### src/include/pktbuf_cfg.svh
// Sizing of the packet buffer manager.
// Include this header in any file that needs the buffer, port or credit counts.
`ifndef PKTBUF_CFG_SVH
`define PKTBUF_CFG_SVH

// ******************************
// buffer pool
// ******************************
// must stay a power of two
`define PKTBUF_BUF_NUM      16
`define PKTBUF_BPTR_NBITS   4

// ******************************
// write ports and release path
// ******************************
`define PKTBUF_NUM_PORTS    4
`define PKTBUF_PORT_NBITS   2
// release queue depth, equal to the initial sender credits
`define PKTBUF_REL_CREDITS  4

`endif

### src/logic/pktbuf_pkg.sv
// Shared types of the packet buffer manager.
// Widths come from the sizing header. Modules import this package.
`include "pktbuf_cfg.svh"

package pktbuf_pkg;

    typedef logic [`PKTBUF_BPTR_NBITS-1:0] buf_ptr_t;
    typedef logic [`PKTBUF_PORT_NBITS-1:0] port_id_t;

    typedef struct packed {
        buf_ptr_t ptr;
        port_id_t port;
    } rel_req_t;

    typedef struct packed {
        buf_ptr_t ptr;
        port_id_t port;
        logic     sop;      // first buffer of a packet
    } wr_evt_t;

    typedef struct packed {
        buf_ptr_t prev;
        buf_ptr_t cur;
    } enq_evt_t;

    // ******************************
    // register bus
    // ******************************
    typedef struct packed {
        logic        valid;
        logic        write;
        logic [3:0]  addr;
        logic [31:0] wdata;
    } reg_req_t;

    typedef struct packed {
        logic [31:0] rdata;
        logic        ack;
    } reg_rsp_t;

    typedef enum logic [3:0] {
        REG_CTRL      = 4'd0,
        REG_STATUS    = 4'd1,
        REG_ALLOC_CNT = 4'd2,
        REG_REL_CNT   = 4'd3
    } reg_addr_e;

endpackage

### src/logic/sync_fifo.sv
// Synchronous register-array FIFO. The payload type is set by parameter T.
// dout shows the head entry while empty is low, so it is first-word fall-through.
// A write while full and a read while empty are both ignored.
`timescale 1ns/10ps

module sync_fifo #(
    parameter type T     = logic,
    parameter int  DEPTH = 4,
    parameter int  CNT_W = $clog2(DEPTH + 1)
) (
    input  logic             clk,
    input  logic             rst,
    input  logic             wr,
    input  T                 din,
    input  logic             rd,
    output T                 dout,
    output logic [CNT_W-1:0] count,
    output logic             full,
    output logic             almost_full,
    output logic             empty
);

    localparam int AW = (DEPTH > 1) ? $clog2(DEPTH) : 1;

    T              mem [DEPTH];
    logic [AW-1:0] wr_ptr;
    logic [AW-1:0] rd_ptr;
    logic          do_wr;
    logic          do_rd;

    // wraps at DEPTH, so any depth works
    function automatic logic [AW-1:0] ptr_inc(input logic [AW-1:0] p);
        logic [AW-1:0] nxt;
        nxt = (p == AW'(DEPTH - 1)) ? '0 : p + 1'b1;
        return nxt;
    endfunction

    assign do_wr = wr & ~full;
    assign do_rd = rd & ~empty;

    // ******************************
    // pointers and occupancy
    // ******************************
    always_ff @(posedge clk) begin
        if (rst) begin
            wr_ptr <= '0;
            rd_ptr <= '0;
            count  <= '0;
        end else begin
            if (do_wr)
                wr_ptr <= ptr_inc(wr_ptr);
            if (do_rd)
                rd_ptr <= ptr_inc(rd_ptr);
            count <= count + CNT_W'(do_wr) - CNT_W'(do_rd);
        end
    end

    // ******************************
    // storage
    // ******************************
    always_ff @(posedge clk) begin
        if (do_wr)
            mem[wr_ptr] <= din;
    end

    assign dout        = mem[rd_ptr];                   // head entry
    assign full        = (count == CNT_W'(DEPTH));
    assign almost_full = (count == CNT_W'(DEPTH - 1));  // one slot left
    assign empty       = (count == '0);

endmodule

### src/logic/freeb_ctrl.sv
// Free buffer control. After reset or init_cmd it fills the free list with
// pointers 0 to BUF_NUM-1, then drains release queue heads back into it.
// A two-entry prefetch FIFO answers allocation requests 2 cycles later.
// Write events are turned into prev/cur link events for the link table.
`timescale 1ns/10ps
`include "pktbuf_cfg.svh"

module freeb_ctrl (
    input  logic                 clk,
    input  logic                 rst,
    input  logic                 init_cmd,
    input  logic                 free_buf_req,
    output logic                 free_buf_valid,
    output logic                 free_buf_available,
    output pktbuf_pkg::buf_ptr_t free_buf_ptr,
    input  logic                 wr_valid,
    input  pktbuf_pkg::wr_evt_t  wr_evt,
    output logic                 enq_valid,
    output pktbuf_pkg::enq_evt_t enq_evt,
    input  logic                 rel_empty,
    input  pktbuf_pkg::rel_req_t rel_head,
    output logic                 rel_pop,
    output logic                 init_done,
    output logic                 alloc_inc,
    output logic                 rel_inc
);
    import pktbuf_pkg::*;

    localparam int BUF_NUM  = `PKTBUF_BUF_NUM;
    localparam int NPORTS   = `PKTBUF_NUM_PORTS;
    localparam int LIST_CW  = $clog2(BUF_NUM + 1);
    localparam int PF_DEPTH = 2;

    typedef enum logic [1:0] {
        INIT_IDLE,
        INIT_RESET,
        INIT_FILL,
        INIT_DONE
    } init_st_e;

    init_st_e           init_st;
    init_st_e           nxt_init_st;
    logic               list_rst;       // clears list and prefetch
    logic               fill_wr;        // writing the init sequence
    logic               list_wr;
    logic               list_rd;
    logic               list_rd_d1;
    logic               list_full;
    logic               list_empty;
    logic [LIST_CW-1:0] list_count;
    buf_ptr_t           list_din;
    buf_ptr_t           list_dout;
    buf_ptr_t           list_dout_q;
    logic               pf_rd;
    logic               pf_full;
    logic               pf_almost_full;
    logic               pf_empty;
    logic               pf_room;
    buf_ptr_t           pf_dout;
    logic               req_d1;
    logic               wr_valid_d1;
    wr_evt_t            wr_evt_d1;
    buf_ptr_t           last_ptr [NPORTS];

    // ******************************
    // init state machine
    // ******************************
    always_comb begin
        nxt_init_st = init_st;
        case (init_st)
            INIT_IDLE:  nxt_init_st = INIT_RESET;
            INIT_RESET: nxt_init_st = INIT_FILL;
            INIT_FILL: begin
                if (list_count == LIST_CW'(BUF_NUM - 1))   // last pointer this cycle
                    nxt_init_st = INIT_DONE;
            end
            INIT_DONE: begin
                if (init_cmd)
                    nxt_init_st = INIT_IDLE;
            end
            default:    nxt_init_st = INIT_IDLE;
        endcase
    end

    always_ff @(posedge clk) begin
        if (rst) begin
            init_st   <= INIT_IDLE;
            list_rst  <= 1'b1;
            fill_wr   <= 1'b0;
            init_done <= 1'b0;
        end else begin
            init_st   <= nxt_init_st;
            list_rst  <= (nxt_init_st == INIT_RESET);
            fill_wr   <= (nxt_init_st == INIT_FILL);
            init_done <= (nxt_init_st == INIT_DONE);
        end
    end

    // ******************************
    // free list and prefetch
    // ******************************
    assign rel_pop  = init_done & ~rel_empty & ~list_full;
    assign list_wr  = fill_wr | rel_pop;
    assign list_din = fill_wr ? buf_ptr_t'(list_count) : rel_head.ptr;   // count = next index

    // prefetch may not exceed two entries once the pending write lands
    assign pf_room = pf_full ? (pf_rd & ~list_rd_d1)
                             : ~(pf_almost_full & list_rd_d1 & ~pf_rd);
    assign list_rd = init_done & ~list_empty & pf_room;
    assign pf_rd   = init_done & req_d1 & ~pf_empty;

    sync_fifo #(.T(buf_ptr_t), .DEPTH(BUF_NUM)) u_free_list (
        .clk        (clk),
        .rst        (list_rst),
        .wr         (list_wr),
        .din        (list_din),
        .rd         (list_rd),
        .dout       (list_dout),
        .count      (list_count),
        .full       (list_full),
        .almost_full(),
        .empty      (list_empty)
    );

    sync_fifo #(.T(buf_ptr_t), .DEPTH(PF_DEPTH)) u_prefetch (
        .clk        (clk),
        .rst        (list_rst),
        .wr         (list_rd_d1),
        .din        (list_dout_q),
        .rd         (pf_rd),
        .dout       (pf_dout),
        .count      (),
        .full       (pf_full),
        .almost_full(pf_almost_full),
        .empty      (pf_empty)
    );

    // ******************************
    // request pipeline and outputs
    // ******************************
    always_ff @(posedge clk) begin
        if (rst) begin
            req_d1         <= 1'b0;
            free_buf_valid <= 1'b0;
            list_rd_d1     <= 1'b0;
            wr_valid_d1    <= 1'b0;
            enq_valid      <= 1'b0;
            alloc_inc      <= 1'b0;
            rel_inc        <= 1'b0;
        end else begin
            req_d1         <= free_buf_req;
            free_buf_valid <= req_d1;       // 2 cycles after the request
            list_rd_d1     <= list_rd;
            wr_valid_d1    <= wr_valid;
            enq_valid      <= wr_valid_d1 & ~wr_evt_d1.sop;
            alloc_inc      <= pf_rd;
            rel_inc        <= rel_pop;
        end
    end

    always_ff @(posedge clk) begin
        list_dout_q        <= list_dout;    // head at read time
        free_buf_available <= pf_rd;
        free_buf_ptr       <= pf_dout;
        wr_evt_d1          <= wr_evt;
        enq_evt.prev       <= last_ptr[wr_evt_d1.port];
        enq_evt.cur        <= wr_evt_d1.ptr;
        if (wr_valid_d1)
            last_ptr[wr_evt_d1.port] <= wr_evt_d1.ptr;   // per-port last buffer
    end

endmodule

### src/logic/link_table.sv
// Next-pointer table that chains the buffers of a packet.
// Each enqueue event writes next[prev] = cur on the edge it is seen.
// One read port, with the pointer valid the cycle after link_rd_en.
`timescale 1ns/10ps
`include "pktbuf_cfg.svh"

module link_table (
    input  logic                 clk,
    input  logic                 enq_valid,
    input  pktbuf_pkg::enq_evt_t enq_evt,
    input  logic                 link_rd_en,
    input  pktbuf_pkg::buf_ptr_t link_rd_addr,
    output pktbuf_pkg::buf_ptr_t link_rd_ptr
);
    import pktbuf_pkg::*;

    localparam int BUF_NUM = `PKTBUF_BUF_NUM;

    // one entry per buffer, holds the following buffer of the packet
    buf_ptr_t next_ptr [BUF_NUM];

    // ******************************
    // write port
    // ******************************
    always_ff @(posedge clk) begin
        if (enq_valid)
            next_ptr[enq_evt.prev] <= enq_evt.cur;
    end

    // ******************************
    // read port
    // ******************************
    // same-address write and read returns the old entry
    always_ff @(posedge clk) begin
        if (link_rd_en)
            link_rd_ptr <= next_ptr[link_rd_addr];
    end

endmodule

### src/logic/freeb_regs.sv
// Register block of the buffer manager.
// REG_CTRL bit 0 starts a free list init; REG_STATUS bit 0 is init_done.
// Allocation and release counters clear on reset and on init.
// Every access is acknowledged one cycle later, with read data.
`timescale 1ns/10ps

module freeb_regs (
    input  logic                 clk,
    input  logic                 rst,
    input  pktbuf_pkg::reg_req_t reg_req,
    output pktbuf_pkg::reg_rsp_t reg_rsp,
    output logic                 init_cmd,
    input  logic                 init_done,
    input  logic                 alloc_inc,
    input  logic                 rel_inc
);
    import pktbuf_pkg::*;

    logic        ctrl_wr;
    logic        rsp_ack;
    logic [31:0] rsp_rdata;
    logic [31:0] rd_data;
    logic [31:0] alloc_cnt;
    logic [31:0] rel_cnt;

    assign ctrl_wr = reg_req.valid & reg_req.write &
                     (reg_req.addr == REG_CTRL) & reg_req.wdata[0];

    // ******************************
    // read mux
    // ******************************
    always_comb begin
        rd_data = '0;
        case (reg_req.addr)
            REG_STATUS:    rd_data = {31'b0, init_done};
            REG_ALLOC_CNT: rd_data = alloc_cnt;
            REG_REL_CNT:   rd_data = rel_cnt;
            default:       rd_data = '0;    // ctrl reads back 0
        endcase
    end

    always_ff @(posedge clk) begin
        if (rst) begin
            init_cmd  <= 1'b0;
            rsp_ack   <= 1'b0;
            alloc_cnt <= '0;
            rel_cnt   <= '0;
        end else begin
            init_cmd <= ctrl_wr;            // one-cycle pulse
            rsp_ack  <= reg_req.valid;
            if (ctrl_wr) begin
                alloc_cnt <= '0;
                rel_cnt   <= '0;
            end else begin
                alloc_cnt <= alloc_cnt + 32'(alloc_inc);
                rel_cnt   <= rel_cnt + 32'(rel_inc);
            end
        end
    end

    always_ff @(posedge clk) begin
        rsp_rdata <= rd_data;
    end

    assign reg_rsp = '{rdata: rsp_rdata, ack: rsp_ack};

endmodule

### src/logic/pktbuf_mgr_top.sv
// Top level of the packet buffer manager.
// The release queue absorbs credited releases until freeb_ctrl pops them.
// Each pop returns one credit to the sender on the same cycle.
`timescale 1ns/10ps
`include "pktbuf_cfg.svh"

module pktbuf_mgr_top (
    input  logic                 clk,
    input  logic                 rst,
    // allocation
    input  logic                 free_buf_req,
    output logic                 free_buf_valid,
    output logic                 free_buf_available,
    output pktbuf_pkg::buf_ptr_t free_buf_ptr,
    // write events
    input  logic                 wr_valid,
    input  pktbuf_pkg::wr_evt_t  wr_evt,
    output logic                 enq_valid,
    output pktbuf_pkg::enq_evt_t enq_evt,
    // release
    input  logic                 rel_valid,
    input  pktbuf_pkg::rel_req_t rel_req,
    output logic                 rel_credit,
    // register bus
    input  pktbuf_pkg::reg_req_t reg_req,
    output pktbuf_pkg::reg_rsp_t reg_rsp,
    // link lookup
    input  logic                 link_rd_en,
    input  pktbuf_pkg::buf_ptr_t link_rd_addr,
    output pktbuf_pkg::buf_ptr_t link_rd_ptr
);
    import pktbuf_pkg::*;

    rel_req_t rel_head;
    logic     rel_empty;
    logic     rel_pop;
    logic     init_cmd;
    logic     init_done;
    logic     alloc_inc;
    logic     rel_inc;

    assign rel_credit = rel_pop;

    // ******************************
    // release queue
    // ******************************
    sync_fifo #(.T(rel_req_t), .DEPTH(`PKTBUF_REL_CREDITS)) u_rel_q (
        .clk        (clk),
        .rst        (rst),
        .wr         (rel_valid),
        .din        (rel_req),
        .rd         (rel_pop),
        .dout       (rel_head),
        .count      (),
        .full       (),             // credits keep it from filling
        .almost_full(),
        .empty      (rel_empty)
    );

    freeb_ctrl u_freeb_ctrl (
        .clk               (clk),
        .rst               (rst),
        .init_cmd          (init_cmd),
        .free_buf_req      (free_buf_req),
        .free_buf_valid    (free_buf_valid),
        .free_buf_available(free_buf_available),
        .free_buf_ptr      (free_buf_ptr),
        .wr_valid          (wr_valid),
        .wr_evt            (wr_evt),
        .enq_valid         (enq_valid),
        .enq_evt           (enq_evt),
        .rel_empty         (rel_empty),
        .rel_head          (rel_head),
        .rel_pop           (rel_pop),
        .init_done         (init_done),
        .alloc_inc         (alloc_inc),
        .rel_inc           (rel_inc)
    );

    freeb_regs u_freeb_regs (
        .clk      (clk),
        .rst      (rst),
        .reg_req  (reg_req),
        .reg_rsp  (reg_rsp),
        .init_cmd (init_cmd),
        .init_done(init_done),
        .alloc_inc(alloc_inc),
        .rel_inc  (rel_inc)
    );

    link_table u_link_table (
        .clk         (clk),
        .enq_valid   (enq_valid),
        .enq_evt     (enq_evt),
        .link_rd_en  (link_rd_en),
        .link_rd_addr(link_rd_addr),
        .link_rd_ptr (link_rd_ptr)
    );

endmodule

### config.mk
export PLATFORM = sky130hd
export DESIGN_NAME = pktbuf_mgr_top
export DESIGN_NICKNAME = d
export VERILOG_FILES = /design/src/logic/pktbuf_pkg.sv /design/src/logic/sync_fifo.sv /design/src/logic/freeb_ctrl.sv /design/src/logic/link_table.sv /design/src/logic/freeb_regs.sv /design/src/logic/pktbuf_mgr_top.sv
export VERILOG_INCLUDE_DIRS = /design/src /design/src/include
export SDC_FILE = /design/constraint.sdc
export NUM_CORES = 1
export LEC_CHECK = 0
export BUFFER_PORTS_ARGS = -buffer_cell sky130_fd_sc_hd__buf_2
export CELL_PAD_IN_SITES_DETAIL_PLACEMENT = 1
export CELL_PAD_IN_SITES_GLOBAL_PLACEMENT = 1
export CORE_MARGIN = 5
export CORE_UTILIZATION = 44
export CTS_CLUSTER_SIZE = 28
export DETAILED_ROUTE_END_ITERATION = 12
export PLACE_DENSITY_LB_ADDON = 0.1
export SLEW_MARGIN = 10
export SYNTH_ARGS = -nofsm -noshare
export SYNTH_HDL_FRONTEND = slang
export SYNTH_SLANG_ARGS = --single-unit
### constraint.sdc
create_clock -name clk -period 2.6 [get_ports clk]
set_clock_uncertainty 0.05 [all_clocks]
set_input_delay 0.13 -clock clk [delete_from_list [all_inputs] [get_ports clk]]
set_output_delay 0.13 -clock clk [all_outputs]
set_load 0.01 [all_outputs]
==> run metrics, run 1 <==
die width 182.0 um; CTS clk-pin slew, worst paths 0.06 ns; area of the multi-input gates 0.004369 mm^2; worst skew pair latency 0.51 ns; total die area 0.03313 mm^2; Yosys warning count 0; global placement routability congestion 0.7507; cell row count 63; worst slack at placement -0.07959 ns; GRT Util Overall 0.1765; vias in the first global route 8737; Remaining DRCs 0; post-layout minimum cycle time 2.704 ns; reg2reg path depth 12; fin worst setup slack -0.1039 ns; via count 8184; WL per Instance 19.05 um; dpl hpwl 19830 um; fraction of registers with async set/reset 0; CP cell instances or4bb_1 > o211ai_1 > nor2_2 > ha_1 > inv_1 > ha_2 > inv_2 > fa_2 > nor2b_4 > o21bai_2 > a21oi_2 > nor3b_2; most frequent cells in the layout 172 x edfxtp_1, 159 x dfxtp_1, 80 x buf_2; synth-to-layout area growth 19.25%; crit end category flip-flop; EDFF count, synth 172; CP bufs+invs 2; Netlist cell types 55; crit path launch type flip-flop; register area 0.008369 mm^2; first-pass GRT wire length 47440 um; TritonCTS Sinks 332; CTS tree yes; maximum clock frequency 0.3698 GHz; Post-DRT Antenna Nets 0; hold endpoint u_link_table.link_rd_ptr[3]; hold depth 2; family with the most delay on the worst path adder cells; Data required, critical path 2.92 ns; Fillers 2971; CP Max Fanout 2; syn avg cell area 13.40 um^2; worst hold path class in2reg; Crit Path Category reg2reg; Initial Util 0.4429; final wirelength 29150 um; Worst R2R Setup Slack -0.10 ns; largest net degree at the start of global routing 60; total of max-cap violations 0; Nets 1200; failing checks negative setup slack; Vias/cell 5.349; Post-Synthesis Cells 972; Top Ports 114; Static Leak 5.486 nW; Crit Reg-Reg Endpoint u_freeb_ctrl.u_free_list.count[4]; share of cells above drive strength 1 0.2254; Synthesized Nets 1060; count of buffers from port buffering 80; Iter 0 DRT Violations 398; Pwr per Cell Area 731.3 mW/mm^2; commonest non-fill, non-tap cell in the layout edfxtp_1; fin crit share 1.040; hold path startpoint link_rd_addr[2]; total core area 0.02940 mm^2; initial antenna violation count 0; Root Driver clkbuf_16; RSZ-0062 raised after global routing yes; slowest CP cell or4bb_1; cell area after synthesis 0.01302 mm^2; top_reg_cell synth edfxtp_1; flops & latches, synth 332; worst slew pin tran 0.8109 ns; CTS H-tree lvls 2; CTS Buf Count 37; Slew Limit Headroom 0.4553; First-pass DRT Iterations 4; FF-to-FF Start u_freeb_ctrl.req_d1; hold violation count in the final report 0; arrival time worst endpoint 3.02 ns; fin. max-slew vios 0; Core Util, Final 0.5281; gr ovfl total 0; Antenna Cells 0; Vert. Die Dim 182.0 um; worst vdd ir 514.4 uV; CTS Buffer Depth 3; status complete, but fails checks; max incr delay on CP 0.52 ns; final setup fails 1; sequential area share after synthesis 0.6426
-- synth_stat cells, drive strengths merged, types with 10 or more instances --
library cell | number | share of area
dfxtp | 160 | 0.25
a22o | 31 | 0.021
a31oi | 10 | 0.0048
nor2b | 16 | 0.0077
edfxtp | 172 | 0.40
ha | 25 | 0.024
nand3 | 25 | 0.0096
or4 | 28 | 0.016
nor2 | 68 | 0.020
o31ai | 27 | 0.016
and2 | 11 | 0.0053
mux4 | 44 | 0.076
a21oi | 53 | 0.020
nor3 | 22 | 0.0085
or3 | 12 | 0.0058
nand2 | 47 | 0.014
o21ai | 14 | 0.0054
inv | 35 | 0.010
nand4 | 18 | 0.0098
clkbuf | 39 | 0.011
xor2 | 10 | 0.0067
xnor2 | 19 | 0.013
-- metrics by stage --
step	setup TNS, ns	area [um^2]	total power [mW]	hold slack, ns	instances
floorplan	0	13030	6.168	0.1077	972
global placement	-0.01172	14070	6.388	0.1840	1438
detailed placement	-0.07959	14070	6.410	0.1868	1438
CTS	-0.0009923	15500	11.51	0.05050	1530
global route	-0.2957	15530	11.82	0.07268	1530
finish	-0.1039	15530	11.36	0.05609	1530
-- power breakdown --
group          switching (mW)  leakage (nW)  internal [mW]
sequential              0.101          2.86           5.67
combinational           0.303          2.05          0.240
clock                    2.04         0.582           3.00
total                    2.44          5.49           8.91
-- area by class of cell --
type | count | share of cell area
flip-flops and latches | 332 | 0.5390
multi-input cells | 557 | 0.2814
clock inverters | 19 | 0.009831
well taps | 390 | 0.03143
repair buffers | 149 | 0.06358
inverters | 35 | 0.008461
clock buffers | 48 | 0.06632
-- registers in the layout, indices dropped and copies added, names as in the netlist, 2 cells and up, named ones only --
signal	cells
u_rel_q.wr_ptr	2
u_rel_q.mem	16
u_freeb_regs.rel_cnt	32
u_link_table.next_ptr	64
u_freeb_ctrl.list_dout_q	4
u_freeb_ctrl.init_st	2
u_freeb_ctrl.u_free_list.mem	64
u_freeb_regs.alloc_cnt	32
u_rel_q.rd_ptr	2
u_rel_q.count	3
u_link_table.link_rd_ptr	4
u_freeb_regs.rsp_rdata	32
u_freeb_ctrl.wr_evt_d1	7
u_freeb_ctrl.u_free_list.wr_ptr	4
u_freeb_ctrl.u_prefetch.mem	8
u_freeb_ctrl.free_buf_ptr	4
u_freeb_ctrl.enq_evt	8
u_freeb_ctrl.u_free_list.count	5
u_freeb_ctrl.u_free_list.rd_ptr	4
u_freeb_ctrl.last_ptr	16
u_freeb_ctrl.u_prefetch.count	2
-- how the worst max path moves through the flow --
stage / cells after the start / slack [ns] / from / end
global route: 12 / -0.23 / u_freeb_ctrl.req_d1 / u_freeb_ctrl.u_free_list.count[4]
floorplan: 14 / 0.01 / u_freeb_ctrl.u_free_list.count[2] / u_freeb_ctrl.u_free_list.count[4]
CTS: 12 / -0.001 / u_freeb_ctrl.u_prefetch.count[1] / u_freeb_ctrl.u_free_list.count[4]
finish: 12 / -0.10 / u_freeb_ctrl.req_d1 / u_freeb_ctrl.u_free_list.count[4]
detailed placement: 12 / -0.08 / u_freeb_ctrl.list_rd_d1 / u_freeb_ctrl.u_free_list.count[4]
global placement: 12 / -0.01 / u_freeb_ctrl.u_prefetch.count[1] / u_freeb_ctrl.u_free_list.count[4]
-- cells by family after synthesis --
| logic type | Yosys count | synth area share |
|---|---|---|
| AOI/OAI and AO/OA | 158 | 0.08177 |
| xor gates and xnor gates | 29 | 0.01951 |
| adders and majority gates | 27 | 0.02710 |
| buffers and inverters | 83 | 0.02518 |
| DFF | 332 | 0.6426 |
| muxes | 52 | 0.08264 |
| and+or+nand+nor | 291 | 0.1212 |
-- metal layers --
metal,vias to the layer above,GRT usage,wire length (um)
li1,3964,-,-
met3,34,0.02564,946
met2,120,0.3163,15030
met5,-,0,0
met4,0,0.03993,465
met1,4066,0.2273,12710
-- what timing repair did --
item | 4_1_cts | 5_1_grt
pin swaps | 4 | 6
hold buffers | 21 | 0
setup buffers | 4 | 2
gates resized for setup | 2 | 9
hold endpoints to repair | 41 | 0
endpoints found under the setup margin | 1 | 3
Power figures use the tool's default switching activity.
==> run 2: changes to the inputs <==
--- a/config.mk
+++ b/config.mk
@@ -14,6 +14,7 @@
 export CTS_CLUSTER_SIZE = 28
 export DETAILED_ROUTE_END_ITERATION = 12
 export PLACE_DENSITY_LB_ADDON = 0.1
+export SKIP_CTS_REPAIR_TIMING = 1
 export SLEW_MARGIN = 10
 export SYNTH_ARGS = -nofsm -noshare
 export SYNTH_HDL_FRONTEND = slang
==> run 2 against run 1 <==
Net effect:
- the run ends with negative hold slack, negative setup slack left
- final cell count decreased by 0.20%
- non-clock buffer count shrank 3
- first-iteration DRC count fell by 12%
- sequential cell count stayed put
- core utilization fell by 0.13 points
- clock-buffer cell count did not move
- sequential power barely moved
- register-to-register slack gained 0.06 ns
- worst setup slack better by 0.062 ns
==> run metrics, run 2 (same netlist as run 1, synthesis figures left out) <==
fin. max-slew vios 0 (unchanged); CP cell instances or4bb_4 > o211ai_1 > nor2_1 > ha_1 > inv_1 > ha_1 > inv_1 > fa_2 > nor2b_2 > o21bai_1 > a21oi_1 > nor3b_2 (was or4bb_1 > o211ai_1 > nor2_2 > ha_1 > inv_1 > ha_2 > inv_2 > fa_2 > nor2b_4 > o21bai_2 > a21oi_2 > nor3b_2); share of cells above drive strength 1 0.2216 (was 0.2254); CTS Buf Count 37 (unchanged); TritonCTS Sinks 332 (unchanged); Root Driver clkbuf_16 (unchanged); worst hold path class in2reg (unchanged); hold violation count in the final report 1 (was 0); via count 8185 (was 8184); gr ovfl total 0 (unchanged); global placement routability congestion 0.7507 (unchanged); count of buffers from port buffering 80 (unchanged); Antenna Cells 0 (unchanged); CTS clk-pin slew, worst paths 0.06 ns (about the same); CTS H-tree lvls 2 (unchanged); total of max-cap violations 0 (unchanged); initial antenna violation count 0 (unchanged); family with the most delay on the worst path simple AND/OR/NAND/NOR gates (was adder cells); die width 182.0 um (unchanged); Core Util, Final 0.5268 (was 0.5281); worst slack at placement -0.07959 ns (unchanged); First-pass DRT Iterations 4 (unchanged); biggest regs u_freeb_ctrl.u_free_list.mem (64), u_link_table.next_ptr (64) (unchanged); arrival time worst endpoint 2.96 ns (was 3.02 ns); worst vdd ir 513.1 uV (was 514.4 uV); slowest CP cell or4bb_4 (was or4bb_1); crit path launch type flip-flop (unchanged); maximum clock frequency 0.3785 GHz (was 0.3698 GHz); cell row count 63 (unchanged); Setup TNS -0.04174 ns (was -0.1039 ns); Crit Path Category reg2reg (unchanged); Vert. Die Dim 182.0 um (unchanged); WL per Instance 19.05 um (about the same); GRT Util Overall 0.1749 (was 0.1765); Nets 1197 (was 1200); post-layout minimum cycle time 2.642 ns (was 2.704 ns); first-pass GRT wire length 47020 um (was 47440 um); Remaining DRCs 0 (unchanged); Top Ports 114 (unchanged); largest net degree at the start of global routing 60 (unchanged); worst skew pair latency 0.51 ns (about the same); Post-DRT Antenna Nets 0 (unchanged); commonest non-fill, non-tap cell in the layout edfxtp_1 (unchanged); dpl hpwl 19830 um (unchanged); hold slack final -0.01599 ns (was 0.05609 ns); Vias/cell 5.360 (was 5.349); total die area 0.03313 mm^2 (unchanged); final wirelength 29090 um (was 29150 um); Data required, critical path 2.92 ns (about the same); vias in the first global route 8648 (was 8737); Static Leak 5.458 nW (was 5.486 nW); fin worst setup slack -0.04174 ns (was -0.1039 ns); Initial Util 0.4429 (unchanged); CP bufs+invs 2 (unchanged); total core area 0.02940 mm^2 (unchanged); RSZ-0062 raised after global routing yes (unchanged); most frequent cells in the layout 172 x edfxtp_1, 159 x dfxtp_1, 80 x buf_2 (unchanged); Iter 0 DRT Violations 350 (was 398); CTS Buffer Depth 3 (unchanged); CP Max Fanout 2 (unchanged); Pwr per Cell Area 732.9 mW/mm^2 (was 731.3 mW/mm^2); final setup fails 1 (unchanged); synth-to-layout area growth 18.95% (was 19.25%); status complete, but fails checks (unchanged); fin crit share 1.016 (was 1.040); CTS tree yes (unchanged); worst slew pin tran 0.8110 ns (was 0.8109 ns); crit end category flip-flop (unchanged); failing checks negative hold slack, negative setup slack (was negative setup slack); Slew Limit Headroom 0.4552 (was 0.4553); max incr delay on CP 0.53 ns (was 0.52 ns)
## run 2: final timing paths
kind | cells after the start | slack (ns) | endpoint | start
hold reg to reg | 1 | 0.34 | u_freeb_ctrl.enq_valid | u_freeb_ctrl.wr_evt_d1[0]
setup reg to reg | 12 | -0.04 | u_freeb_ctrl.u_free_list.count[4] | u_freeb_ctrl.list_rd_d1
setup / recovery | 12 | -0.04 | u_freeb_ctrl.u_free_list.count[4] | u_freeb_ctrl.list_rd_d1
hold / removal | 3 | -0.02 | u_freeb_regs.alloc_cnt[8] | rst
## run 2: cell type report
cell class	count	area, um^2
clock inverters	19	152.6
repair buffers	146	958.4
well taps	390	488.0
clock buffers	48	1030
flip-flops and latches	332	8369
multi-input cells	557	4359
fillers	2973	13910
inverters	35	131.4
## run 2: per-layer routing
metal  up-vias  wire [um]  global-route usage
met2       116      15060              0.3125
met5         -          0                   0
met3        34        914             0.02744
met1      4075      12650              0.2249
met4         0        468             0.03993
li1       3960          -                   -
## run 2: per-stage QoR
| stage | total power, mW | std cells | cell area, um^2 |
|---|---|---|---|
| 5_1_grt | 11.81 | 1527 | 15490 |
| 3_3_place_gp | 6.388 | 1438 | 14070 |
| 3_5_place_dp | 6.410 | 1438 | 14070 |
| 4_1_cts | 11.49 | 1505 | 15250 |
| 2_1_floorplan | 6.168 | 972 | 13030 |
| 6_report | 11.35 | 1527 | 15490 |
## run 2: where the power goes
part           internal [mW]  switching, mW  total [mW]
logic                  0.237          0.302       0.539
clock network           3.00           2.04        5.04
registers               5.67          0.100        5.77
## run 2: tightest hold or removal path, stage by stage
cell     delay [ns]
buf_2          0.13
a31oi_1        0.09
and2_1         0.14
